**src/include/astro_settings.svh**
```systemverilog
/*
 * Widths, download indices, keyboard scan codes,
 * switch-matrix column codes and button bit positions
 */
`ifndef ASTRO_SETTINGS_SVH
`define ASTRO_SETTINGS_SVH

// Download port and sample memory widths
`define ASTRO_ADDR_W 25
`define ASTRO_WAVE_W 24

// Download indices
`define ASTRO_IDX_GAME    8'd1
`define ASTRO_IDX_SAMPLES 8'd2
`define ASTRO_IDX_DIP     8'd254

// Direction keys, extended bit not compared
`define ASTRO_KEY_UP    8'h75
`define ASTRO_KEY_DOWN  8'h72
`define ASTRO_KEY_LEFT  8'h6b
`define ASTRO_KEY_RIGHT 8'h74

// Player 1 fire keys and system keys
`define ASTRO_KEY_SPACE 9'h029
`define ASTRO_KEY_CTRL  9'h014
`define ASTRO_KEY_F1    9'h005
`define ASTRO_KEY_F2    9'h006
`define ASTRO_KEY_F3    9'h004
`define ASTRO_KEY_1     9'h016
`define ASTRO_KEY_2     9'h01e
`define ASTRO_KEY_5     9'h02e

// Player 2 keys, arcade panel layout
`define ASTRO_KEY_R 9'h02d
`define ASTRO_KEY_F 9'h02b
`define ASTRO_KEY_D 9'h023
`define ASTRO_KEY_G 9'h034
`define ASTRO_KEY_A 9'h01c
`define ASTRO_KEY_S 9'h01b

// One-hot column selects from the custom chip
`define ASTRO_COL_0 8'h01
`define ASTRO_COL_1 8'h02
`define ASTRO_COL_2 8'h04
`define ASTRO_COL_3 8'h08

// Player button vector
`define ASTRO_BTN_UP     0
`define ASTRO_BTN_DOWN   1
`define ASTRO_BTN_LEFT   2
`define ASTRO_BTN_RIGHT  3
`define ASTRO_BTN_FIRE   4
`define ASTRO_BTN_FIRE_B 5

// Digital joystick word
`define ASTRO_JOY_RIGHT   0
`define ASTRO_JOY_LEFT    1
`define ASTRO_JOY_DOWN    2
`define ASTRO_JOY_UP      3
`define ASTRO_JOY_FIRE    4
`define ASTRO_JOY_FIRE_B  5
`define ASTRO_JOY_START_1 6
`define ASTRO_JOY_START_2 7
`define ASTRO_JOY_COIN    8

`endif
```
**src/hdl/astro_pkg.sv**
```systemverilog
/*
 * Shared types: selected game and sample loader state
 */
package astro_pkg;

	// ==================================================================
	// Game selection, coded as in the download byte
	// ==================================================================
	typedef enum logic [2:0] {
		GAME_NONE     = 3'd0,
		GAME_EBASES   = 3'd1,
		GAME_SEAWOLF2 = 3'd2,
		GAME_SPACEZAP = 3'd3,
		GAME_GORF     = 3'd4,
		GAME_WOW      = 3'd5,
		GAME_ROBBY    = 3'd6
	} game_t;

	// ==================================================================
	// Sample loader FSM
	// ==================================================================
	// Idle until a strobe, one write cycle, then wait for memory
	typedef enum logic [1:0] {
		LD_IDLE  = 2'd0,
		LD_WRITE = 2'd1,
		LD_WAIT  = 2'd2
	} loader_state_t;

endpackage

```
**src/hdl/astro_controls_top.sv**
```systemverilog
/*
 * Control and configuration front end: game config, keys,
 * switch matrix, sample loader and audio mixer
 */
`timescale 1ns/1ns
`include "astro_settings.svh"

module astro_controls_top import astro_pkg::*; (
	input  logic                     clk_sys,
	input  logic                     reset,
	// Download port
	input  logic                     ioctl_download,
	input  logic                     ioctl_wr,
	input  logic [`ASTRO_ADDR_W-1:0] ioctl_addr,
	input  logic [15:0]              ioctl_dout,
	input  logic [7:0]               ioctl_index,
	output logic                     ioctl_wait,
	// Player inputs
	input  logic [10:0]              ps2_key,
	input  logic [15:0]              joystick_0,
	input  logic [15:0]              joystick_1,
	// Custom chip switch matrix
	input  logic [7:0]               col_select,
	input  logic                     speech_busy,
	output logic [7:0]               row_data,
	// Sample memory
	input  logic [`ASTRO_WAVE_W-1:0] wave_addr,
	input  logic                     wave_rd,
	input  logic                     mem_ready,
	output logic                     mem_we,
	output logic                     mem_rd,
	output logic [`ASTRO_ADDR_W-1:0] mem_addr,
	// Audio
	input  logic [7:0]               chip_l,
	input  logic [7:0]               chip_r,
	input  logic [15:0]              sample_l,
	input  logic [15:0]              sample_r,
	output logic [15:0]              audio_l,
	output logic [15:0]              audio_r,
	output logic                     audio_signed
);

	game_t       game;
	logic [63:0] dip_bank;
	logic [5:0]  p1_buttons;
	logic [5:0]  p2_buttons;
	logic        start_1;
	logic        start_2;
	logic        coin;

	game_config i_game_config (
		.clk_sys(clk_sys), .reset(reset), .ioctl_wr(ioctl_wr), .ioctl_addr(ioctl_addr),
		.ioctl_dout(ioctl_dout), .ioctl_index(ioctl_index), .game(game), .dip_bank(dip_bank)
	);

	key_decoder i_key_decoder (
		.clk_sys(clk_sys), .reset(reset), .ps2_key(ps2_key), .joystick_0(joystick_0),
		.joystick_1(joystick_1), .p1_buttons(p1_buttons), .p2_buttons(p2_buttons),
		.start_1(start_1), .start_2(start_2), .coin(coin)
	);

	switch_matrix i_switch_matrix (
		.col_select(col_select), .game(game), .dip_bank(dip_bank),
		.p1_buttons(p1_buttons), .p2_buttons(p2_buttons), .start_1(start_1),
		.start_2(start_2), .coin(coin), .speech_busy(speech_busy), .row_data(row_data)
	);

	sample_loader i_sample_loader (
		.clk_sys(clk_sys), .reset(reset), .ioctl_download(ioctl_download),
		.ioctl_wr(ioctl_wr), .ioctl_index(ioctl_index), .ioctl_addr(ioctl_addr),
		.wave_addr(wave_addr), .wave_rd(wave_rd), .mem_ready(mem_ready),
		.ioctl_wait(ioctl_wait), .mem_we(mem_we), .mem_rd(mem_rd), .mem_addr(mem_addr)
	);

	audio_mixer i_audio_mixer (
		.clk_sys(clk_sys), .reset(reset), .game(game), .chip_l(chip_l), .chip_r(chip_r),
		.sample_l(sample_l), .sample_r(sample_r), .audio_l(audio_l), .audio_r(audio_r),
		.audio_signed(audio_signed)
	);

endmodule

```
**src/hdl/audio_mixer.sv**
```systemverilog
/*
 * Per-game mix of sound chip output and speech samples
 */
`timescale 1ns/1ns

module audio_mixer import astro_pkg::*; (
	input  logic        clk_sys,
	input  logic        reset,
	input  game_t       game,
	input  logic [7:0]  chip_l,
	input  logic [7:0]  chip_r,
	input  logic [15:0] sample_l,
	input  logic [15:0] sample_r,
	output logic [15:0] audio_l,
	output logic [15:0] audio_r,
	output logic        audio_signed
);

	logic stereo;
	logic only_samples;
	logic plus_samples;

	// Second sound chip fitted
	assign stereo = (game == GAME_GORF) || (game == GAME_WOW) || (game == GAME_ROBBY);
	// Speech only, no sound chip
	assign only_samples = (game == GAME_SEAWOLF2);
	// Speech on top of the sound chip
	assign plus_samples = (game == GAME_GORF) || (game == GAME_WOW);
	assign audio_signed = only_samples;

	// Speech is much louder than the chip, so scale it down
	function automatic logic [15:0] mix(input logic [7:0] chip, input logic [15:0] smp);
		return {1'b0, chip, chip[7:2]} + {2'b00, smp[15:2]};
	endfunction

	always_ff @(posedge clk_sys or posedge reset) begin
		if (reset) begin
			audio_l <= 16'd0;
			audio_r <= 16'd0;
		end else if (only_samples) begin
			audio_l <= sample_l;
			audio_r <= sample_r;
		end else if (plus_samples) begin
			audio_l <= mix(chip_l, sample_l);
			audio_r <= mix(chip_r, sample_r);
		end else begin
			audio_l <= {chip_l, chip_l};
			audio_r <= stereo ? {chip_r, chip_r} : {chip_l, chip_l};
		end
	end

endmodule

```
**src/hdl/sample_loader.sv**
```systemverilog
/*
 * Sample download pacing into external memory,
 * playback read pass-through
 */
`timescale 1ns/1ns
`include "astro_settings.svh"

module sample_loader import astro_pkg::*; (
	input  logic                     clk_sys,
	input  logic                     reset,
	input  logic                     ioctl_download,
	input  logic                     ioctl_wr,
	input  logic [7:0]               ioctl_index,
	input  logic [`ASTRO_ADDR_W-1:0] ioctl_addr,
	input  logic [`ASTRO_WAVE_W-1:0] wave_addr,
	input  logic                     wave_rd,
	input  logic                     mem_ready,
	output logic                     ioctl_wait,
	output logic                     mem_we,
	output logic                     mem_rd,
	output logic [`ASTRO_ADDR_W-1:0] mem_addr
);

	loader_state_t state;
	loader_state_t state_next;
	logic          wav_load;

	// Sample file in progress
	assign wav_load = ioctl_download && (ioctl_index == `ASTRO_IDX_SAMPLES);

	// ==================================================================
	// Loader FSM
	// ==================================================================
	always_comb begin
		state_next = state;
		case (state)
			LD_IDLE: begin
				if (ioctl_wr && wav_load) begin
					state_next = LD_WRITE;
				end
			end
			// Single write cycle
			LD_WRITE: state_next = LD_WAIT;
			// Hold the source until memory accepts
			LD_WAIT: begin
				if (mem_ready) begin
					state_next = LD_IDLE;
				end
			end
			default: state_next = LD_IDLE;
		endcase
	end

	always_ff @(posedge clk_sys or posedge reset) begin
		if (reset) begin
			state <= LD_IDLE;
		end else begin
			state <= state_next;
		end
	end

	// Write pulse and wait both come straight off the state register
	assign mem_we = (state == LD_WRITE);
	assign ioctl_wait = (state != LD_IDLE);

	// Address mux between loading and playback
	assign mem_addr = wav_load ? ioctl_addr : {1'b0, wave_addr};
	assign mem_rd = wave_rd & ~ioctl_download;

endmodule

```
**src/hdl/switch_matrix.sv**
```systemverilog
/*
 * Switch-matrix row multiplexer, per game and column
 */
`timescale 1ns/1ns
`include "astro_settings.svh"

module switch_matrix import astro_pkg::*; (
	input  logic [7:0]  col_select,
	input  game_t       game,
	input  logic [63:0] dip_bank,
	input  logic [5:0]  p1_buttons,
	input  logic [5:0]  p2_buttons,
	input  logic        start_1,
	input  logic        start_2,
	input  logic        coin,
	input  logic        speech_busy,
	output logic [7:0]  row_data
);

	// Active low switch levels
	logic [5:0] p1_n;
	logic [5:0] p2_n;
	logic       s1_n;
	logic       s2_n;
	logic       c_n;
	logic [7:0] dip2;
	logic [7:0] dip3;
	logic [3:0] p1_dir;
	logic [3:0] p2_dir;

	assign p1_n = ~p1_buttons;
	assign p2_n = ~p2_buttons;
	assign s1_n = ~start_1;
	assign s2_n = ~start_2;
	assign c_n = ~coin;
	assign dip2 = dip_bank[23:16];
	assign dip3 = dip_bank[31:24];

	// R, L, D, U from the top down
	assign p1_dir = {p1_n[`ASTRO_BTN_RIGHT], p1_n[`ASTRO_BTN_LEFT],
		p1_n[`ASTRO_BTN_DOWN], p1_n[`ASTRO_BTN_UP]};
	assign p2_dir = {p2_n[`ASTRO_BTN_RIGHT], p2_n[`ASTRO_BTN_LEFT],
		p2_n[`ASTRO_BTN_DOWN], p2_n[`ASTRO_BTN_UP]};

	always_comb begin
		row_data = 8'hff;
		case (col_select)
			// Start, coin and cabinet DIPs
			`ASTRO_COL_0: begin
				case (game)
					GAME_SPACEZAP: row_data = {2'b11, s2_n, s1_n, dip2[1], 1'b1, c_n, 1'b1};
					GAME_GORF: row_data = {dip2[2], dip2[0], s2_n, s1_n, 1'b1, dip2[1], c_n, 1'b1};
					GAME_WOW: row_data = {dip2[2], s2_n, s1_n, 1'b1, dip2[1], 1'b1, c_n, 1'b1};
					GAME_ROBBY: row_data = {1'b0, s2_n, s1_n, 1'b1, dip2[1], 1'b1, c_n, 1'b1};
					default: row_data = 8'hff;
				endcase
			end
			// Player 2 stick
			`ASTRO_COL_1: begin
				case (game)
					GAME_SPACEZAP: row_data = {3'b111, p2_n[`ASTRO_BTN_FIRE], p2_dir};
					GAME_GORF: row_data = {3'b001, p2_n[`ASTRO_BTN_FIRE], p2_dir};
					// Fire B reads high when held
					GAME_WOW: row_data = {2'b11, p2_n[`ASTRO_BTN_FIRE],
						p2_buttons[`ASTRO_BTN_FIRE_B], p2_dir};
					GAME_ROBBY: row_data = {2'b11, p2_n[`ASTRO_BTN_FIRE], 1'b1, p2_dir};
					default: row_data = 8'hff;
				endcase
			end
			// Player 1 stick, speech status on top for the talking games
			`ASTRO_COL_2: begin
				case (game)
					GAME_SPACEZAP: row_data = {2'b11, dip2[0], p1_n[`ASTRO_BTN_FIRE], p1_dir};
					GAME_GORF: row_data = {speech_busy, 2'b01, p1_n[`ASTRO_BTN_FIRE], p1_dir};
					GAME_WOW: row_data = {speech_busy, 1'b1, p1_n[`ASTRO_BTN_FIRE],
						p1_buttons[`ASTRO_BTN_FIRE_B], p1_dir};
					GAME_ROBBY: row_data = {2'b11, p1_n[`ASTRO_BTN_FIRE], 1'b1, p1_dir};
					default: row_data = 8'hff;
				endcase
			end
			// Extra bases uses this column for its trackball
			`ASTRO_COL_3: begin
				if (game != GAME_EBASES) begin
					row_data = dip3;
				end
			end
			default: row_data = 8'hff;
		endcase
	end

endmodule

```
**src/hdl/key_decoder.sv**
```systemverilog
/*
 * Keyboard scan-code decoder and per-player button merge
 * with the digital joystick words
 */
`timescale 1ns/1ns
`include "astro_settings.svh"

module key_decoder (
	input  logic        clk_sys,
	input  logic        reset,
	input  logic [10:0] ps2_key,
	input  logic [15:0] joystick_0,
	input  logic [15:0] joystick_1,
	output logic [5:0]  p1_buttons,
	output logic [5:0]  p2_buttons,
	output logic        start_1,
	output logic        start_2,
	output logic        coin
);

	// Positions in the system key vector
	localparam int SYS_F1 = 0;
	localparam int SYS_F2 = 1;
	localparam int SYS_F3 = 2;
	localparam int SYS_1  = 3;
	localparam int SYS_2  = 4;
	localparam int SYS_5  = 5;

	logic       old_toggle;
	logic [5:0] p1_key;
	logic [5:0] p2_key;
	logic [5:0] sys_key;
	logic       pressed;
	logic [8:0] code;

	assign pressed = ps2_key[9];
	assign code = ps2_key[8:0];

	// ==================================================================
	// Event decode, one key level per table entry
	// ==================================================================
	always_ff @(posedge clk_sys or posedge reset) begin
		if (reset) begin
			old_toggle <= 1'b0;
			p1_key <= 6'd0;
			p2_key <= 6'd0;
			sys_key <= 6'd0;
		end else begin
			old_toggle <= ps2_key[10];
			// New event whenever the toggle bit flips
			if (old_toggle != ps2_key[10]) begin
				casez (code)
					{1'b?, `ASTRO_KEY_UP}:    p1_key[`ASTRO_BTN_UP] <= pressed;
					{1'b?, `ASTRO_KEY_DOWN}:  p1_key[`ASTRO_BTN_DOWN] <= pressed;
					{1'b?, `ASTRO_KEY_LEFT}:  p1_key[`ASTRO_BTN_LEFT] <= pressed;
					{1'b?, `ASTRO_KEY_RIGHT}: p1_key[`ASTRO_BTN_RIGHT] <= pressed;
					`ASTRO_KEY_CTRL:          p1_key[`ASTRO_BTN_FIRE] <= pressed;
					`ASTRO_KEY_SPACE:         p1_key[`ASTRO_BTN_FIRE_B] <= pressed;
					`ASTRO_KEY_F1:            sys_key[SYS_F1] <= pressed;
					`ASTRO_KEY_F2:            sys_key[SYS_F2] <= pressed;
					`ASTRO_KEY_F3:            sys_key[SYS_F3] <= pressed;
					`ASTRO_KEY_1:             sys_key[SYS_1] <= pressed;
					`ASTRO_KEY_2:             sys_key[SYS_2] <= pressed;
					`ASTRO_KEY_5:             sys_key[SYS_5] <= pressed;
					// Player 2 on the arcade panel keys
					`ASTRO_KEY_R:             p2_key[`ASTRO_BTN_UP] <= pressed;
					`ASTRO_KEY_F:             p2_key[`ASTRO_BTN_DOWN] <= pressed;
					`ASTRO_KEY_D:             p2_key[`ASTRO_BTN_LEFT] <= pressed;
					`ASTRO_KEY_G:             p2_key[`ASTRO_BTN_RIGHT] <= pressed;
					`ASTRO_KEY_A:             p2_key[`ASTRO_BTN_FIRE] <= pressed;
					`ASTRO_KEY_S:             p2_key[`ASTRO_BTN_FIRE_B] <= pressed;
					default: ;
				endcase
			end
		end
	end

	// ==================================================================
	// Merge with joystick
	// ==================================================================
	function automatic logic [5:0] merge_player(input logic [5:0] keys, input logic [15:0] joy);
		logic [5:0] btn;
		btn = keys;
		btn[`ASTRO_BTN_UP] = keys[`ASTRO_BTN_UP] | joy[`ASTRO_JOY_UP];
		btn[`ASTRO_BTN_DOWN] = keys[`ASTRO_BTN_DOWN] | joy[`ASTRO_JOY_DOWN];
		btn[`ASTRO_BTN_LEFT] = keys[`ASTRO_BTN_LEFT] | joy[`ASTRO_JOY_LEFT];
		btn[`ASTRO_BTN_RIGHT] = keys[`ASTRO_BTN_RIGHT] | joy[`ASTRO_JOY_RIGHT];
		btn[`ASTRO_BTN_FIRE] = keys[`ASTRO_BTN_FIRE] | joy[`ASTRO_JOY_FIRE];
		btn[`ASTRO_BTN_FIRE_B] = keys[`ASTRO_BTN_FIRE_B] | joy[`ASTRO_JOY_FIRE_B];
		return btn;
	endfunction

	assign p1_buttons = merge_player(p1_key, joystick_0);
	assign p2_buttons = merge_player(p2_key, joystick_1);

	// Start and coin come from joystick 0 only
	assign start_1 = sys_key[SYS_F1] | sys_key[SYS_1] | joystick_0[`ASTRO_JOY_START_1];
	assign start_2 = sys_key[SYS_F2] | sys_key[SYS_2] | joystick_0[`ASTRO_JOY_START_2];
	assign coin = sys_key[SYS_F3] | sys_key[SYS_5] | joystick_0[`ASTRO_JOY_COIN];

endmodule

```
**src/hdl/game_config.sv**
```systemverilog
/*
 * Game selection and DIP switch bank, latched from the download port
 */
`timescale 1ns/1ns
`include "astro_settings.svh"

module game_config import astro_pkg::*; (
	input  logic                     clk_sys,
	input  logic                     reset,
	input  logic                     ioctl_wr,
	input  logic [`ASTRO_ADDR_W-1:0] ioctl_addr,
	input  logic [15:0]              ioctl_dout,
	input  logic [7:0]               ioctl_index,
	output game_t                    game,
	output logic [63:0]              dip_bank
);

	// Raw byte as downloaded for decoding one cycle later
	logic [7:0] game_raw = 8'd0;
	logic       game_wr_q;
	logic       game_wr;
	logic       dip_wr;

	initial game = GAME_NONE;
	initial dip_bank = 64'd0;

	assign game_wr = ioctl_wr && (ioctl_index == `ASTRO_IDX_GAME);
	// Only the first eight bytes of the DIP file land in the bank
	assign dip_wr = ioctl_wr && (ioctl_index == `ASTRO_IDX_DIP) &&
		(ioctl_addr[`ASTRO_ADDR_W-1:3] == '0);

	// Decode strobe delayed to line up with the raw byte
	always_ff @(posedge clk_sys or posedge reset) begin
		if (reset) begin
			game_wr_q <= 1'b0;
		end else begin
			game_wr_q <= game_wr;
		end
	end

	// Game byte capture and decode
	always @(posedge clk_sys) begin
		if (game_wr) begin
			game_raw <= ioctl_dout[7:0];
		end
		if (game_wr_q) begin
			// Codes past robby roto select nothing
			game <= (game_raw > 8'(GAME_ROBBY)) ?
				GAME_NONE : game_t'(game_raw[2:0]);
		end
	end

	// DIP byte k sits at bits 8k+7 to 8k
	always @(posedge clk_sys) begin
		if (dip_wr) begin
			dip_bank[ioctl_addr[2:0]*8 +: 8] <= ioctl_dout[7:0];
		end
	end

endmodule

```
**config.mk**
```make
export PLATFORM = sky130hd
export DESIGN_NAME = astro_controls_top
export DESIGN_NICKNAME = d
export VERILOG_FILES = /design/src/hdl/astro_pkg.sv /design/src/hdl/astro_controls_top.sv /design/src/hdl/audio_mixer.sv /design/src/hdl/sample_loader.sv /design/src/hdl/switch_matrix.sv /design/src/hdl/key_decoder.sv /design/src/hdl/game_config.sv
export VERILOG_INCLUDE_DIRS = /design/src /design/src/include
export SDC_FILE = /design/constraint.sdc
export NUM_CORES = 1
export LEC_CHECK = 0
export CORE_ASPECT_RATIO = 1.5
export CORE_MARGIN = 5
export CORE_UTILIZATION = 55
export CTS_CLUSTER_DIAMETER = 50
export DETAILED_ROUTE_END_ITERATION = 12
export DONT_BUFFER_PORTS = 1
export PLACE_DENSITY_LB_ADDON = 0.08
export SLEW_MARGIN = 30
export SYNTH_ARGS = -nofsm -noshare
export SYNTH_HDL_FRONTEND = slang
export SYNTH_SLANG_ARGS = --single-unit
```
**constraint.sdc**
```tcl
create_clock -name clk_sys -period 2.1 [get_ports clk_sys]
set_input_delay 0.105 -clock clk_sys [delete_from_list [all_inputs] [get_ports clk_sys]]
set_output_delay 0.105 -clock clk_sys [all_outputs]
set_load 0.005 [all_outputs]
```
Yosys cells after proc, flatten, opt, wreduce, memory -nomap -nowiden --
Index checks and enable logic that the tools add are counted.
Word-level totals: output and inout bits 69, memories 0, RAM bits 0, register bits 129, latch bits 0, logic and storage cells 137, memory bits (read-only) 0
Cells by class: multipliers 0, add/subtract/negate cells 3, $lt $le $gt $ge 1, divide/modulo/power cells 0, equality and inequality tests 36, muxes and demuxes 15, bitwise logic cells 25, reductions and logical operators 29, shift-type cells 2
Operator list (count):
- one-hot mux 8 bit (4 select lines) | 4
- two-way mux 16 bit | 5
- bitwise mux 64 bit | 1
- variable shift 8 x 34 -> 64 bit (first input constant) | 1
- indexed part select 8 x 34 -> 64 bit | 1
- equality test 9 x 6 -> 1 bit (second input constant) | 6
- equality test 9 x 5 -> 1 bit (second input constant) | 5
- AND reduction 2 bit | 19
- negation 6 -> 34 bit | 1
- equality test 8 x 7 -> 1 bit (second input constant) | 4
- adder 14 x 14 -> 15 bit | 2
- equality test 9 x 3 -> 1 bit (second input constant) | 3
- two-way mux 25 bit | 1
- zero test 22 bit | 1
- bitwise OR 1 bit | 18
- equality test 8 x 1 -> 1 bit (second input constant) | 2
- equality test 8 x 2 -> 1 bit (second input constant) | 2
- inverter 5 bit | 2
- equality test 3 bit (second input constant) | 3
- equality test 8 x 3 -> 1 bit (second input constant) | 1
- equality test 8 x 4 -> 1 bit (second input constant) | 1
- equality test 8 bit (second input constant) | 1
- > comparator 8 x 3 -> 1 bit (second input constant) | 1
- two-way mux 8 bit | 1
- 15 further kinds | 25

Logic depth before layout (Yosys ltp) --
depth after elaboration 6, mapped depth 8, depth with buffers taken out 8

By module --
A second synthesis with hierarchy kept.
Second synthesis, totals: cells, all modules 789, area total of the unflattened synthesis 8127.8 sq um
By module, submodules not included:
- game_config | area an instance 3011.6 sq um, sequential area each 2277.2 sq um, instances 1, cells an instance 201
- audio_mixer | area an instance 2772.7 sq um, sequential area each 800.8 sq um, instances 1, cells an instance 334
- key_decoder | area an instance 1092.3 sq um, sequential area each 475.5 sq um, instances 1, cells an instance 96
- switch_matrix | area an instance 735.7 sq um, sequential area each 0.0 sq um, instances 1, cells an instance 117
- sample_loader | area an instance 515.5 sq um, sequential area each 50.0 sq um, instances 1, cells an instance 41

Least setup slack after synthesis --
OpenSTA, ideal clock, no wires.
kind input to register, start point input port ioctl_addr[0], end point register i_game_config.dip_bank[24] (enable), stages on the path 5, required time 1768 ps, slack 221 ps, data arrival time 1547 ps, cell sequence inv_1 ha_1 ha_1 nor4b_1 and2_1
RTL lines:
- start: declaration | RTL line astro_controls_top.sv:14 | input logic [`ASTRO_ADDR_W-1:0] ioctl_addr,
- end signal: indexed assignment | RTL line game_config.sv:56 | dip_bank[ioctl_addr[2:0]*8 +: 8] <= ioctl_dout[7:0];
- end: declaration | RTL line game_config.sv:15 | output logic [63:0] dip_bank

Worst setup path in the final report --
start point register i_game_config.game[0], end point output port row_data[5]
On the way: cells in the longest elaborated chain, start to end 3, elaborated cells on any way between the ends 10
RTL lines:
- start: declaration | RTL line game_config.sv:14 | output game_t game,
- start signal: assignment | RTL line game_config.sv:48 | game <= (game_raw > 8'(GAME_ROBBY)) ?
- equality test 3 bit (tied with other cells) | RTL line switch_matrix.sv:50, switch_matrix.sv:60, switch_matrix.sv:72
- one-hot mux 8 bit (4 select lines) (tied with other cells) | RTL line switch_matrix.sv:72 | case (game)
- one-hot mux 8 bit (4 select lines) (*) | RTL line switch_matrix.sv:47 | case (col_select)
- end: declaration | RTL line astro_controls_top.sv:25 | output logic [7:0] row_data,
Every way passes the cells marked *; elsewhere a longest branch is shown, timed or not.

==> metrics.cfg <==
[timing]
clock_skew_ns = 0.00656
fin_crit_sh = 0.997
hold_violations = 0
layout_min_cycle_time_ns = 2.09
max_freq_mhz = 478
rsz0062_at_grt = yes
report.final.slew_viol_count = 0
relSlewSlack = 0.531
finalSetupViolCount = 0
finalSetupTns_ns = 0
worst_slew_pin_slew_ns = 0.696

[final_layout]
layout_common_cells = nor2_1 (67), dfrtp_1 (54), a21oi_1 (47), nand2_1 (43)
diodes = 0
fillers = 850
regArea_mm2 = 0.00201
multi_input_area_mm2 = 0.00346
synthToLayoutAreaGrowth_pct = 17.8
final_common_cell = nor2_1
fin_util = 0.656
final_nets = 887
layout-drive-gt1-share = 0.150
instances_no_fill = 798

[routing]
dr.pass1.iters = 5
via_per_inst = 6.47
drcViolationCount = 0
initialDrtViolationCount = 276
wl_mm = 17.7
drtAntennaViolNets = 0
num_vias = 5162
drt-wirelength-per-cell_um = 22.2

[global_route]
grt_pass1_vias = 5409
grt.overflow.total = 0
grt.total_usage = 0.279
grt_start_max_net_pins = 32
antenna_found_initial = 0
grt_pass1_wl_mm = 27.1

[worst_setup_path]
r2r-start = i_key_decoder.old_toggle
r2r_end = i_key_decoder.p2_key[4]
startpoint_type = register
worst_ep_arrival_time_ns = 1.99
crit_fanout = 11
cp.required_ns = 2.00
worst_r2r_path_depth = 6
crit_type = reg -> out
rrSetupSlack_ns = 0.20
endpoint_kind = output port

[die]
fp.coreArea_mm2 = 0.0100
start_util = 0.557
top_level_ports = 248
dieArea_mm2 = 0.0123
die_w_um = 92.2
dieHeight_um = 133
rows = 45

[worst_hold_path]
holdPathEnd = i_audio_mixer.audio_r[8]
hold_path_class = in -> reg
hold_path_depth = 2
hold_start = sample_r[8]

[place]
dp_hpwl_mm = 13.5
gp_congestion = 0.892
dp_cells = 740
portBuffers = 0

[cts]
clock-sinks = 76
clk_latency_ns = 0.34
tritoncts = done
h-tree-depth = 3
cts_max_path_buffers = 2
cts.clk_slew.worst_paths_ns = 0.06
cts-root-buf = clkbuf_16
cts_buffers = 9

[yosys]
async_flop_share = 0.711
seq_area_frac_synth = 0.361
synth_ff_type = dfrtp_1
synth-seq-cells = 76
yosysWarnings = 0
synth_fp_nets = 833
synth_cells = 622
synth_area_mm2 = 0.00558
synth_edf_count = 22
syn_area_per_cell_um2 = 8.97
ys_types = 61

[run_status]
status = finished clean

[run]
cap_violations = 0

[power_and_ir_drop]
static-leakage-power_nw = 2.66
p_per_area_mw_per_mm2 = 572
peakVddDrop_mv = 0.415

## cells by family (layout without fill, tap and decap cells)
| logic type | count (synthesis) | count (layout) | synth area share |
|---|---|---|---|
| DFF | 76 | 76 | 0.361 |
| xor gates and xnor gates | 19 | 19 | 0.0298 |
| AOI/OAI and AO/OA | 181 | 181 | 0.205 |
| and+or+nand+nor | 237 | 237 | 0.217 |
| adders and majority gates | 32 | 32 | 0.0744 |
| muxes | 41 | 41 | 0.0836 |
| buffers and inverters | 36 | 95 | 0.0291 |
## cell usage after synthesis, types with 4 or more instances
cell type,count,area share
a211oi_1,9,0.012
nor3_1,20,0.018
nand2_1,45,0.030
or3_1,6,0.0067
xnor2_1,13,0.020
nand2b_1,7,0.0078
a21o_1,10,0.013
nand4_1,7,0.0078
o31ai_1,4,0.0054
o21bai_1,8,0.011
clkbuf_1,15,0.010
a21oi_1,47,0.042
ha_1,30,0.067
edfxtp_1,22,0.12
nor2b_1,12,0.013
o21ai_0,44,0.039
nand3_1,13,0.012
and2_1,19,0.021
o22ai_1,12,0.013
a22oi_1,4,0.0054
o21a_1,8,0.011
dfrtp_1,54,0.24
mux2_2,37,0.075
xor2_1,6,0.0094
buf_2,4,0.0036
nor4b_1,5,0.0078
or4_1,6,0.0081
a31oi_1,7,0.0078
o211ai_1,4,0.0054
o221ai_1,7,0.011
inv_1,13,0.0087
nor2_1,67,0.045
or2_2,5,0.0056
nor4_1,11,0.012
## routing by layer
metal	global-route usage	part of all wire	vias to the layer above
met5	0	0	-
met4	0.128	0.042	0
met3	0.0638	0.084	51
met2	0.494	0.51	262
met1	0.314	0.36	2424
li1	-	-	2425
## state kept, by name, indices dropped and copies added, names as in the netlist
signal and count:
i_key_decoder.p1_key 6, i_game_config.game_raw 8, i_key_decoder.old_toggle 1, i_game_config.game_wr_q 1, i_key_decoder.sys_key 6, i_sample_loader.state 2
i_audio_mixer.audio_r 16, i_audio_mixer.audio_l 16, i_game_config.dip_bank 11, i_game_config.game 3, i_key_decoder.p2_key 6
## power by group
group          internal, W  leakage (nW)  total, W  switching, W
Sequential         0.00157         0.847   0.00159     0.0000266
Clock             0.000865         0.138   0.00149      0.000630
Combinational     0.000320          1.68  0.000675      0.000355
Total              0.00275          2.66   0.00376       0.00101
## worst max-delay path, cell delays in order (launching register included)
cell and delay [ns]:
edfxtp_1 0.52, buf_4 0.24, nor2b_2 0.16, a22oi_1 0.11
and3_1 0.19, or4_4 0.45
## metrics by stage
stage	hold WS (ns)	cell area, um^2	worst slack (ns)	power [W]
after floorplan	0.136	5580	0.221	0.00209
after global placement	0.0590	5810	0.146	0.00221
after detailed placement	0.0794	5810	0.128	0.00221
after CTS	0.00102	6540	0.00998	0.00377
after global routing	0.00301	6580	-0.0716	0.00392
final	0.00413	6580	0.00681	0.00376
## area by class of cell
class                   count  share of cell area
clock buffers              11              0.0384
clock inverters             5             0.00514
inverters                  13             0.00742
multi-input cells         510               0.527
flip-flops and latches     76               0.306
well taps                 117              0.0223
repair buffers             66              0.0940
## how the worst max path moves through the flow
stage | startpoint | end | slack, ns | cells after the start
after global placement | chip_r[2] | i_audio_mixer.audio_r[10] | 0.15 | 8
after floorplan | ioctl_addr[0] | i_game_config.dip_bank[24] | 0.22 | 5
final | i_game_config.game[0] | row_data[5] | 0.007 | 5
after detailed placement | chip_r[2] | i_audio_mixer.audio_r[8] | 0.13 | 9
after CTS | i_game_config.game[1] | row_data[4] | 0.01 | 6
after global routing | i_game_config.game[1] | row_data[5] | -0.07 | 6
## repair_timing
item                                    in CTS  in global routing
hold buffers                                41                  0
endpoints found under the setup margin       6                  8
hold endpoints to repair                    87                  0
pin swaps                                    2                  0
setup buffers                                1                  0
resized for setup                            9                  9
Power figures use the tool's default switching activity.
